`src/include/tdc_defs.svh`:
```
`ifndef TDC_DEFS_SVH
`define TDC_DEFS_SVH

////////////////////////////////////////////////////////////////////////////
// geometry
////////////////////////////////////////////////////////////////////////////

// number of hit channels
`define TDC_CHANNELS 4
// timestamps held per channel FIFO
`define TDC_FIFO_DEPTH 8
// free-running counter width
`define TDC_TS_WIDTH 64
// bus word address width
`define TDC_ADR_WIDTH 6

// constant seen at the ID register
`define TDC_ID_WORD 32'hdeadbeef

////////////////////////////////////////////////////////////////////////////
// register map, word addresses
////////////////////////////////////////////////////////////////////////////

`define TDC_REG_ID 6'd0
`define TDC_REG_TRIG_HI 6'd1
`define TDC_REG_TRIG_LO 6'd2
// empty flags in 3..0, full flags in 7..4
`define TDC_REG_STATUS 6'd3
// bit 0 drives the trigger pin
`define TDC_REG_CTRL 6'd4
// write-only, one pop bit per channel
`define TDC_REG_POP 6'd5
// channel c head at base + 2c (high word) and base + 2c + 1 (low word)
`define TDC_REG_HEAD_BASE 6'd8

`endif

```
`src/verilog/tdc_pkg.sv`:
```
`include "tdc_defs.svh"

package tdc_pkg;

    // raw value of the 64-bit time counter
    typedef logic [`TDC_TS_WIDTH-1:0] timestamp_t;

    // one bit per hit channel
    typedef logic [`TDC_CHANNELS-1:0] chan_mask_t;

    // wishbone data and word address
    typedef logic [31:0] bus_word_t;
    typedef logic [`TDC_ADR_WIDTH-1:0] bus_adr_t;

    // read/write pointer of a default-depth FIFO
    // extra top bit tells a full FIFO from an empty one
    typedef logic [$clog2(`TDC_FIFO_DEPTH):0] fifo_ptr_t;

    // wishbone slave handshake
    typedef enum logic
    {
        st_idle,
        st_ack
    } wb_state_t;

endpackage

```
`src/verilog/channel_fifo.sv`:
```
`timescale 1ns/1ns
`include "tdc_defs.svh"

module channel_fifo
    import tdc_pkg::*;
#(
    parameter int DEPTH = `TDC_FIFO_DEPTH
)
(
    input  logic       clk200,
    input  logic       counter_reset,
    input  logic       wr_req,
    input  timestamp_t ts_in,
    input  logic       rd_req,
    output timestamp_t head_ts,
    output logic       empty,
    output logic       full
);

    // index bits into the storage array
    localparam int addr_bits = $clog2(DEPTH);

    // timestamp storage
    timestamp_t mem [DEPTH];

    // pointers carry one wrap bit above the index
    logic [addr_bits:0] wr_ptr;
    logic [addr_bits:0] rd_ptr;

    // qualified requests
    logic do_wr;
    logic do_rd;

    ////////////////////////////////////////////////////////////////////////
    // flags and request gating
    ////////////////////////////////////////////////////////////////////////

    // same index and same lap means nothing stored
    assign empty = (wr_ptr == rd_ptr);
    // same index, writer one lap ahead
    assign full  = (wr_ptr[addr_bits] != rd_ptr[addr_bits]) &&
                   (wr_ptr[addr_bits-1:0] == rd_ptr[addr_bits-1:0]);

    // a hit into a full FIFO is lost
    assign do_wr = wr_req && !full;
    // pop of an empty FIFO does nothing
    assign do_rd = rd_req && !empty;

    ////////////////////////////////////////////////////////////////////////
    // pointers
    ////////////////////////////////////////////////////////////////////////

    always_ff @(posedge clk200)
    begin
        if (counter_reset)
        begin
            wr_ptr <= '0;
            rd_ptr <= '0;
        end
        else
        begin
            if (do_wr)
            begin
                wr_ptr <= wr_ptr + 1'b1;
            end
            if (do_rd)
            begin
                rd_ptr <= rd_ptr + 1'b1;
            end
        end
    end

    // storage write
    always_ff @(posedge clk200)
    begin
        if (do_wr)
        begin
            mem[wr_ptr[addr_bits-1:0]] <= ts_in;
        end
    end

    // oldest entry, visible without read latency
    assign head_ts = mem[rd_ptr[addr_bits-1:0]];

endmodule

```
`src/verilog/hit_sync.sv`:
```
`timescale 1ns/1ns

module hit_sync
    import tdc_pkg::*;
(
    input  logic       clk200,
    input  logic       counter_reset,
    input  chan_mask_t hit_in,
    output chan_mask_t hit_edge
);

    // first synchronizer stage, may go metastable
    chan_mask_t sync_meta;
    // second stage, safe to use in clk200 logic
    chan_mask_t sync_hit;
    // synced value one cycle back, for edge detection
    chan_mask_t sync_prev;

    ////////////////////////////////////////////////////////////////////////
    // double flop plus rising edge detect, all channels in parallel
    ////////////////////////////////////////////////////////////////////////

    always_ff @(posedge clk200)
    begin
        if (counter_reset)
        begin
            sync_meta <= '0;
            sync_hit  <= '0;
            sync_prev <= '0;
            hit_edge  <= '0;
        end
        else
        begin
            sync_meta <= hit_in;
            sync_hit  <= sync_meta;
            sync_prev <= sync_hit;
            // registered pulse, one cycle per low-to-high transition
            // lands two edges after hit_in is first sampled high
            hit_edge  <= sync_hit & ~sync_prev;
        end
    end

endmodule

```
`src/verilog/tdc_top.sv`:
```
`timescale 1ns/1ns
`include "tdc_defs.svh"

module tdc_top
    import tdc_pkg::*;
(
    input  logic       clk200,
    input  logic       counter_reset,
    // wishbone classic slave
    input  logic       wb_cyc,
    input  logic       wb_stb,
    input  logic       wb_we,
    input  bus_adr_t   wb_adr,
    input  bus_word_t  wb_dat_w,
    output bus_word_t  wb_dat_r,
    output logic       wb_ack,
    // asynchronous hit inputs and trigger pin
    input  chan_mask_t hit_in,
    output logic       trigger_out
);

    // synced single-cycle hit pulses
    chan_mask_t hit_edge;
    // live count and captured trigger time
    timestamp_t now_ts;
    timestamp_t trig_ts;
    // per-channel FIFO outputs
    timestamp_t head_ts [`TDC_CHANNELS];
    chan_mask_t fifo_empty;
    chan_mask_t fifo_full;
    // pop strobes from the bus
    chan_mask_t pop;

    ////////////////////////////////////////////////////////////////////////
    // hit path, sync then stamp then readout
    ////////////////////////////////////////////////////////////////////////

    hit_sync u_hit_sync (
        .clk200        (clk200),
        .counter_reset (counter_reset),
        .hit_in        (hit_in),
        .hit_edge      (hit_edge)
    );

    timestamp_unit u_timestamp_unit (
        .clk200        (clk200),
        .counter_reset (counter_reset),
        .trigger_out   (trigger_out),
        .now_ts        (now_ts),
        .trig_ts       (trig_ts)
    );

    // one FIFO per channel, all fed from the same counter
    for (genvar c = 0; c < `TDC_CHANNELS; c++)
    begin : g_chan
        channel_fifo u_channel_fifo (
            .clk200        (clk200),
            .counter_reset (counter_reset),
            .wr_req        (hit_edge[c]),
            .ts_in         (now_ts),
            .rd_req        (pop[c]),
            .head_ts       (head_ts[c]),
            .empty         (fifo_empty[c]),
            .full          (fifo_full[c])
        );
    end

    wb_readout u_wb_readout (
        .clk200        (clk200),
        .counter_reset (counter_reset),
        .wb_cyc        (wb_cyc),
        .wb_stb        (wb_stb),
        .wb_we         (wb_we),
        .wb_adr        (wb_adr),
        .wb_dat_w      (wb_dat_w),
        .wb_dat_r      (wb_dat_r),
        .wb_ack        (wb_ack),
        .trig_ts       (trig_ts),
        .head_ts       (head_ts),
        .fifo_empty    (fifo_empty),
        .fifo_full     (fifo_full),
        .trigger_out   (trigger_out),
        .pop           (pop)
    );

endmodule

```
`src/verilog/timestamp_unit.sv`:
```
`timescale 1ns/1ns

module timestamp_unit
    import tdc_pkg::*;
(
    input  logic       clk200,
    input  logic       counter_reset,
    input  logic       trigger_out,
    output timestamp_t now_ts,
    output timestamp_t trig_ts
);

    // free-running time base
    timestamp_t count;
    // trigger pin one cycle back
    logic       trig_q;

    ////////////////////////////////////////////////////////////////////////
    // counter and trigger capture
    ////////////////////////////////////////////////////////////////////////

    always_ff @(posedge clk200)
    begin
        if (counter_reset)
        begin
            count   <= '0;
            trig_q  <= 1'b0;
            trig_ts <= '0;
        end
        else
        begin
            // counts every cycle, wraps after 2^64
            count  <= count + timestamp_t'(1);
            trig_q <= trigger_out;
            // latch on the edge that first sees the trigger high
            // same sample point as a FIFO write ending on this edge
            if (trigger_out && !trig_q)
            begin
                trig_ts <= count;
            end
        end
    end

    // every channel FIFO stores this value on its write edge
    assign now_ts = count;

endmodule

```
`src/verilog/wb_readout.sv`:
```
`timescale 1ns/1ns
`include "tdc_defs.svh"

module wb_readout
    import tdc_pkg::*;
(
    input  logic       clk200,
    input  logic       counter_reset,
    input  logic       wb_cyc,
    input  logic       wb_stb,
    input  logic       wb_we,
    input  bus_adr_t   wb_adr,
    input  bus_word_t  wb_dat_w,
    output bus_word_t  wb_dat_r,
    output logic       wb_ack,
    input  timestamp_t trig_ts,
    input  timestamp_t head_ts [`TDC_CHANNELS],
    input  chan_mask_t fifo_empty,
    input  chan_mask_t fifo_full,
    output logic       trigger_out,
    output chan_mask_t pop
);

    // handshake state
    wb_state_t state;
    // new access seen while idle
    logic      start;
    // register map output for the current address
    bus_word_t rd_word;

    ////////////////////////////////////////////////////////////////////////
    // register map, read side
    ////////////////////////////////////////////////////////////////////////

    always_comb
    begin
        // unmapped and write-only addresses read zero
        rd_word = '0;
        case (wb_adr)
            `TDC_REG_ID:
                rd_word = `TDC_ID_WORD;
            `TDC_REG_TRIG_HI:
                rd_word = trig_ts[`TDC_TS_WIDTH-1:32];
            `TDC_REG_TRIG_LO:
                rd_word = trig_ts[31:0];
            `TDC_REG_STATUS:
                rd_word = bus_word_t'({fifo_full, fifo_empty});
            `TDC_REG_CTRL:
                rd_word = bus_word_t'(trigger_out);
            default:
                rd_word = '0;
        endcase
        // FIFO heads, two words per channel, high word first
        for (int c = 0; c < `TDC_CHANNELS; c++)
        begin
            if (wb_adr == bus_adr_t'(`TDC_REG_HEAD_BASE + 2 * c))
            begin
                rd_word = head_ts[c][`TDC_TS_WIDTH-1:32];
            end
            if (wb_adr == bus_adr_t'(`TDC_REG_HEAD_BASE + 2 * c + 1))
            begin
                rd_word = head_ts[c][31:0];
            end
        end
    end

    ////////////////////////////////////////////////////////////////////////
    // handshake FSM and write side
    ////////////////////////////////////////////////////////////////////////

    // accesses are only taken from idle, so ack is always followed by a gap
    assign start = (state == st_idle) && wb_cyc && wb_stb;

    always_ff @(posedge clk200)
    begin
        if (counter_reset)
        begin
            state       <= st_idle;
            trigger_out <= 1'b0;
            pop         <= '0;
        end
        else
        begin
            // pop bits last for the ack cycle only
            pop <= '0;
            case (state)
                st_idle:
                begin
                    if (start)
                    begin
                        state <= st_ack;
                        if (wb_we && wb_adr == `TDC_REG_CTRL)
                        begin
                            trigger_out <= wb_dat_w[0];
                        end
                        if (wb_we && wb_adr == `TDC_REG_POP)
                        begin
                            pop <= wb_dat_w[`TDC_CHANNELS-1:0];
                        end
                    end
                end
                st_ack:
                begin
                    // master drops stb on ack, back to idle for one cycle
                    state <= st_idle;
                end
                default:
                begin
                    state <= st_idle;
                end
            endcase
        end
    end

    // read data is captured with the access and held through ack
    always_ff @(posedge clk200)
    begin
        if (start && !wb_we)
        begin
            wb_dat_r <= rd_word;
        end
    end

    // ack is high exactly while in the ack state
    assign wb_ack = (state == st_ack);

endmodule
```
`config.mk`:
```
export PLATFORM = sky130hd
export DESIGN_NAME = tdc_top
export DESIGN_NICKNAME = d
export VERILOG_FILES = /design/src/verilog/tdc_pkg.sv /design/src/verilog/channel_fifo.sv /design/src/verilog/hit_sync.sv /design/src/verilog/tdc_top.sv /design/src/verilog/timestamp_unit.sv /design/src/verilog/wb_readout.sv
export VERILOG_INCLUDE_DIRS = /design/src /design/src/include
export SDC_FILE = /design/constraint.sdc
export NUM_CORES = 2
export LEC_CHECK = 0
export BUFFER_PORTS_ARGS = -buffer_cell sky130_fd_sc_hd__buf_2
export CAP_MARGIN = 15
export CORE_ASPECT_RATIO = 0.7
export CORE_MARGIN = 2
export CORE_UTILIZATION = 60
export CTS_CLUSTER_DIAMETER = 60
export DETAILED_ROUTE_END_ITERATION = 16
export PLACE_DENSITY = 0.82
export REMOVE_ABC_BUFFERS = 1
export SLEW_MARGIN = 20
export SYNTH_ARGS = -nofsm -noshare
export SYNTH_HDL_FRONTEND = slang
export SYNTH_SLANG_ARGS = --single-unit
```
`constraint.sdc`:
```
create_clock -name clk200 -period 6.7 [get_ports clk200]
set_input_delay 1.34 -clock clk200 [delete_from_list [all_inputs] [get_ports clk200]]
set_output_delay 1.34 -clock clk200 [all_outputs]
set_load 0.005 [all_outputs]
```
==> flow_summary.json <==
{
  "status": "completed",
  "syn_inst": 4302,
  "hold_viol_final": 0,
  "fin_total_pwr_w": 0.0269,
  "power.density_nw_per_um2": 278,
  "cts_buffer_depth": 3,
  "yosysWarnings": 0,
  "synth.distinct_cells": 59,
  "cts_resized": 0,
  "placed_area_um2": 90300,
  "drc": 0,
  "clock_skew_ns": 0.0348,
  "arrival_ns": 4.16,
  "grt_pass1_wl_um": 314000,
  "die_w_um": 460,
  "cts_tree": "yes",
  "io_buffers": 52,
  "design_area_um2": 96600,
  "async_flop_share_pct": 0,
  "synth_top_family_by_area": "multiplexers",
  "synth_compound_area_share_pct": 2.43,
  "synth_seq_area_share_pct": 76.0,
  "crit_required_ns": 7.13,
  "grt_max_degree": 168,
  "start_kind": "flip-flop",
  "grt_usage_pct": 29.8,
  "synthFlopType": "edfxtp_1",
  "crit_chain": "xnor2_1 > a41oi_1 > nand2_1 > nor2_4 > buf_4",
  "drv_cap": 0,
  "area_growth_pct": 10.7,
  "irDropWorstVdd_mv": 0.282,
  "layout_common_cells": "edfxtp_1, mux4_2, mux2i_1",
  "initial_core_util_pct": 60.2,
  "nNetsFinal": 4494,
  "timing.final.crit_share_pct": 55.7,
  "core_area_um2": 145000,
  "syn_avg_cell_area_um2": 20.3,
  "slew_violations": 0,
  "dr.pass1.iters": 6,
  "cp_num_buf_inv": 1,
  "critPathMaxStageDelay_ns": 0.95,
  "wl_um": 219000,
  "synth_edf_count": 2080,
  "setup_viol": 0,
  "slew_headroom_pct": 21.3,
  "rows": 117,
  "hp-class": "flip-flop to flip-flop",
  "cp-end-kind": "flip-flop",
  "crit_type": "flip-flop to flip-flop",
  "rsz0062_at_grt": "no",
  "drtAntennaViolNets": 0,
  "antenna_found_initial": 4,
  "fillCellCount": 8668,
  "gp_congestion": 0.824,
  "synth_adder_area_share_pct": 0.129,
  "fin_util_pct": 66.7,
  "synth_xor_area_share_pct": 0.903,
  "clockRootBuffer": "clkbuf_16",
  "synth-seq-cells": 2275,
  "p_leak_nw": 29.7,
  "drive_above_1_share_pct": 24.9,
  "netlist_area_um2": 87300,
  "drt-initial-drc-count": 7343,
  "fp.dieH_um": 323,
  "fin_ws_ns": 2.97,
  "vias_per_cell": 6.97,
  "worstPathMaxFanout": 36,
  "holdBufCountCts": 0,
  "min_period_ns": 3.73,
  "htreeDepth": 4,
  "final_common_cell": "edfxtp_1",
  "vias": 45300,
  "cts_setup_buffers": 0,
  "pre_cts_slack_ns": 2.47,
  "worst_pin_slew_ns": 1.18,
  "cts_made_buffers": 193,
  "crit_family": "simple AND/OR/NAND/NOR gates",
  "fmax_ghz": 0.268,
  "dp_hpwl_um": 115000,
  "cts.reportedPaths.clkPinSlew_ns": 0.06,
  "synth.mux.area_fraction_pct": 16.0,
  "wl_per_cell_um": 33.7,
  "grt_pass1_vias": 45500,
  "clock-sinks": 2275,
  "dieArea_um2": 149000,
  "ioPinCount": 81,
  "gr-total-overflow": 0,
  "synth-simple-area-share_pct": 3.26,
  "setup_tns_ns": 0,
  "clkLatencyLatePin_ns": 0.82,
  "cp_slowest_cell": "nor2_4"
}
==> Yosys cell counts, types with 7 or more instances <==
cell       instances  area (um^2)
ha_1               9          113
nor4_1            12         75.1
xnor2_1           49          429
nor2_1           172          646
dfxtp_1          195         3900
buf_1             33          124
nand3_1           35          175
mux2_2            74          833
o211ai_1           7         52.6
and2_1             9         56.3
buf_6             10          113
or3_1             12         75.1
o21ai_0           34          170
o31ai_1           24          180
nand4_1           18          113
a21oi_1          113          566
buf_4              9         67.6
o22ai_1           79          494
a22oi_1           30          225
nor3_1            29          145
a2bb2oi_1         17          149
mux2i_1          208         2080
and4_1             9         78.8
edfxtp_1        2080        62500
nand2b_1          14         87.6
clkbuf_1         112          420
buf_2             70          350
mux4_2           489        11000
nor2b_1           29          181
nor3_2            10          100
xor2_1            41          359
inv_1             17         63.8
a221oi_1          18          158
nand2_1          181          679
==> worst paths after layout <==
path,start,to,slack [ns],cells after the start
max,g_chan[0].u_channel_fifo.wr_ptr[2],g_chan[0].u_channel_fifo.mem[3][38],2.97,5
min,u_hit_sync.sync_prev[3],u_hit_sync.hit_edge[3],0.39,1
max reg2reg,g_chan[0].u_channel_fifo.wr_ptr[2],g_chan[0].u_channel_fifo.mem[3][38],2.97,5
min reg2reg,u_hit_sync.sync_prev[3],u_hit_sync.hit_edge[3],0.39,1
==> metrics by stage <==
stage	hold slack, ns	cells
global route	0.391	6505
finish	0.387	6507
global placement	0.375	6143
CTS	0.391	6505
floorplan	0.367	4068
detailed placement	0.385	6147
==> report_power, final <==
part | total (W) | internal, W | switching [W]
logic | 0.000219 | 0.0000672 | 0.000152
clock network | 0.0113 | 0.00626 | 0.00506
registers | 0.0153 | 0.0153 | 0.0000215
total | 0.0269 | 0.0216 | 0.00523
==> cell families (layout without fill, tap and decap cells) <==
family                   after synthesis  count (layout)
other                                  0               2
multiplexers                         771             771
buffers and inverters                251             550
adder cells (fa/ha/maj)                9               9
AO/OA/AOI/OAI                        337             337
XOR/XNOR                              90              90
AND/OR/NAND/NOR                      569             569
flip-flops                          2275            2275
==> metal layers <==
| metal | global-route usage [%] | vias to the layer above | share of wire, % |
|---|---|---|---|
| met3 | 7.41 | 601 | 14 |
| li1 | - | 17800 | - |
| met2 | 45.3 | 3563 | 46 |
| met5 | 0 | - | 0.021 |
| met1 | 42.0 | 23300 | 36 |
| met4 | 12.3 | 8 | 4.4 |
==> sequential cells by signal, summed over array words and instances, names as in the netlist, named ones only <==
| signal | count |
|---|---|
| u_timestamp_unit.trig_ts | 64 |
| u_wb_readout.wb_dat_r | 32 |
| g_chan.u_channel_fifo.mem | 2048 |
| u_wb_readout.trigger_out | 1 |
| g_chan.u_channel_fifo.wr_ptr | 16 |
| u_hit_sync.sync_hit | 4 |
| u_wb_readout.pop | 4 |
| u_hit_sync.sync_meta | 4 |
| u_timestamp_unit.now_ts | 64 |
| u_hit_sync.hit_edge | 4 |
| u_timestamp_unit.trig_q | 1 |
| u_hit_sync.sync_prev | 4 |
| g_chan.u_channel_fifo.rd_ptr | 16 |
| u_wb_readout.wb_ack | 1 |
==> final cells by class <==
class | instances | area (um^2) | area share [%]
tap | 1904 | 2380 | 2.47
timing repair buffer | 175 | 1340 | 1.38
inverter | 17 | 63.8 | 0.0660
clock inverter | 91 | 831 | 0.860
antenna | 2 | 5.00 | 0.00518
multi-input combinational | 1776 | 20100 | 20.8
sequential | 2275 | 66500 | 68.8
clock buffer | 267 | 5480 | 5.67
Note: power is estimated with default switching activity, not from simulation.
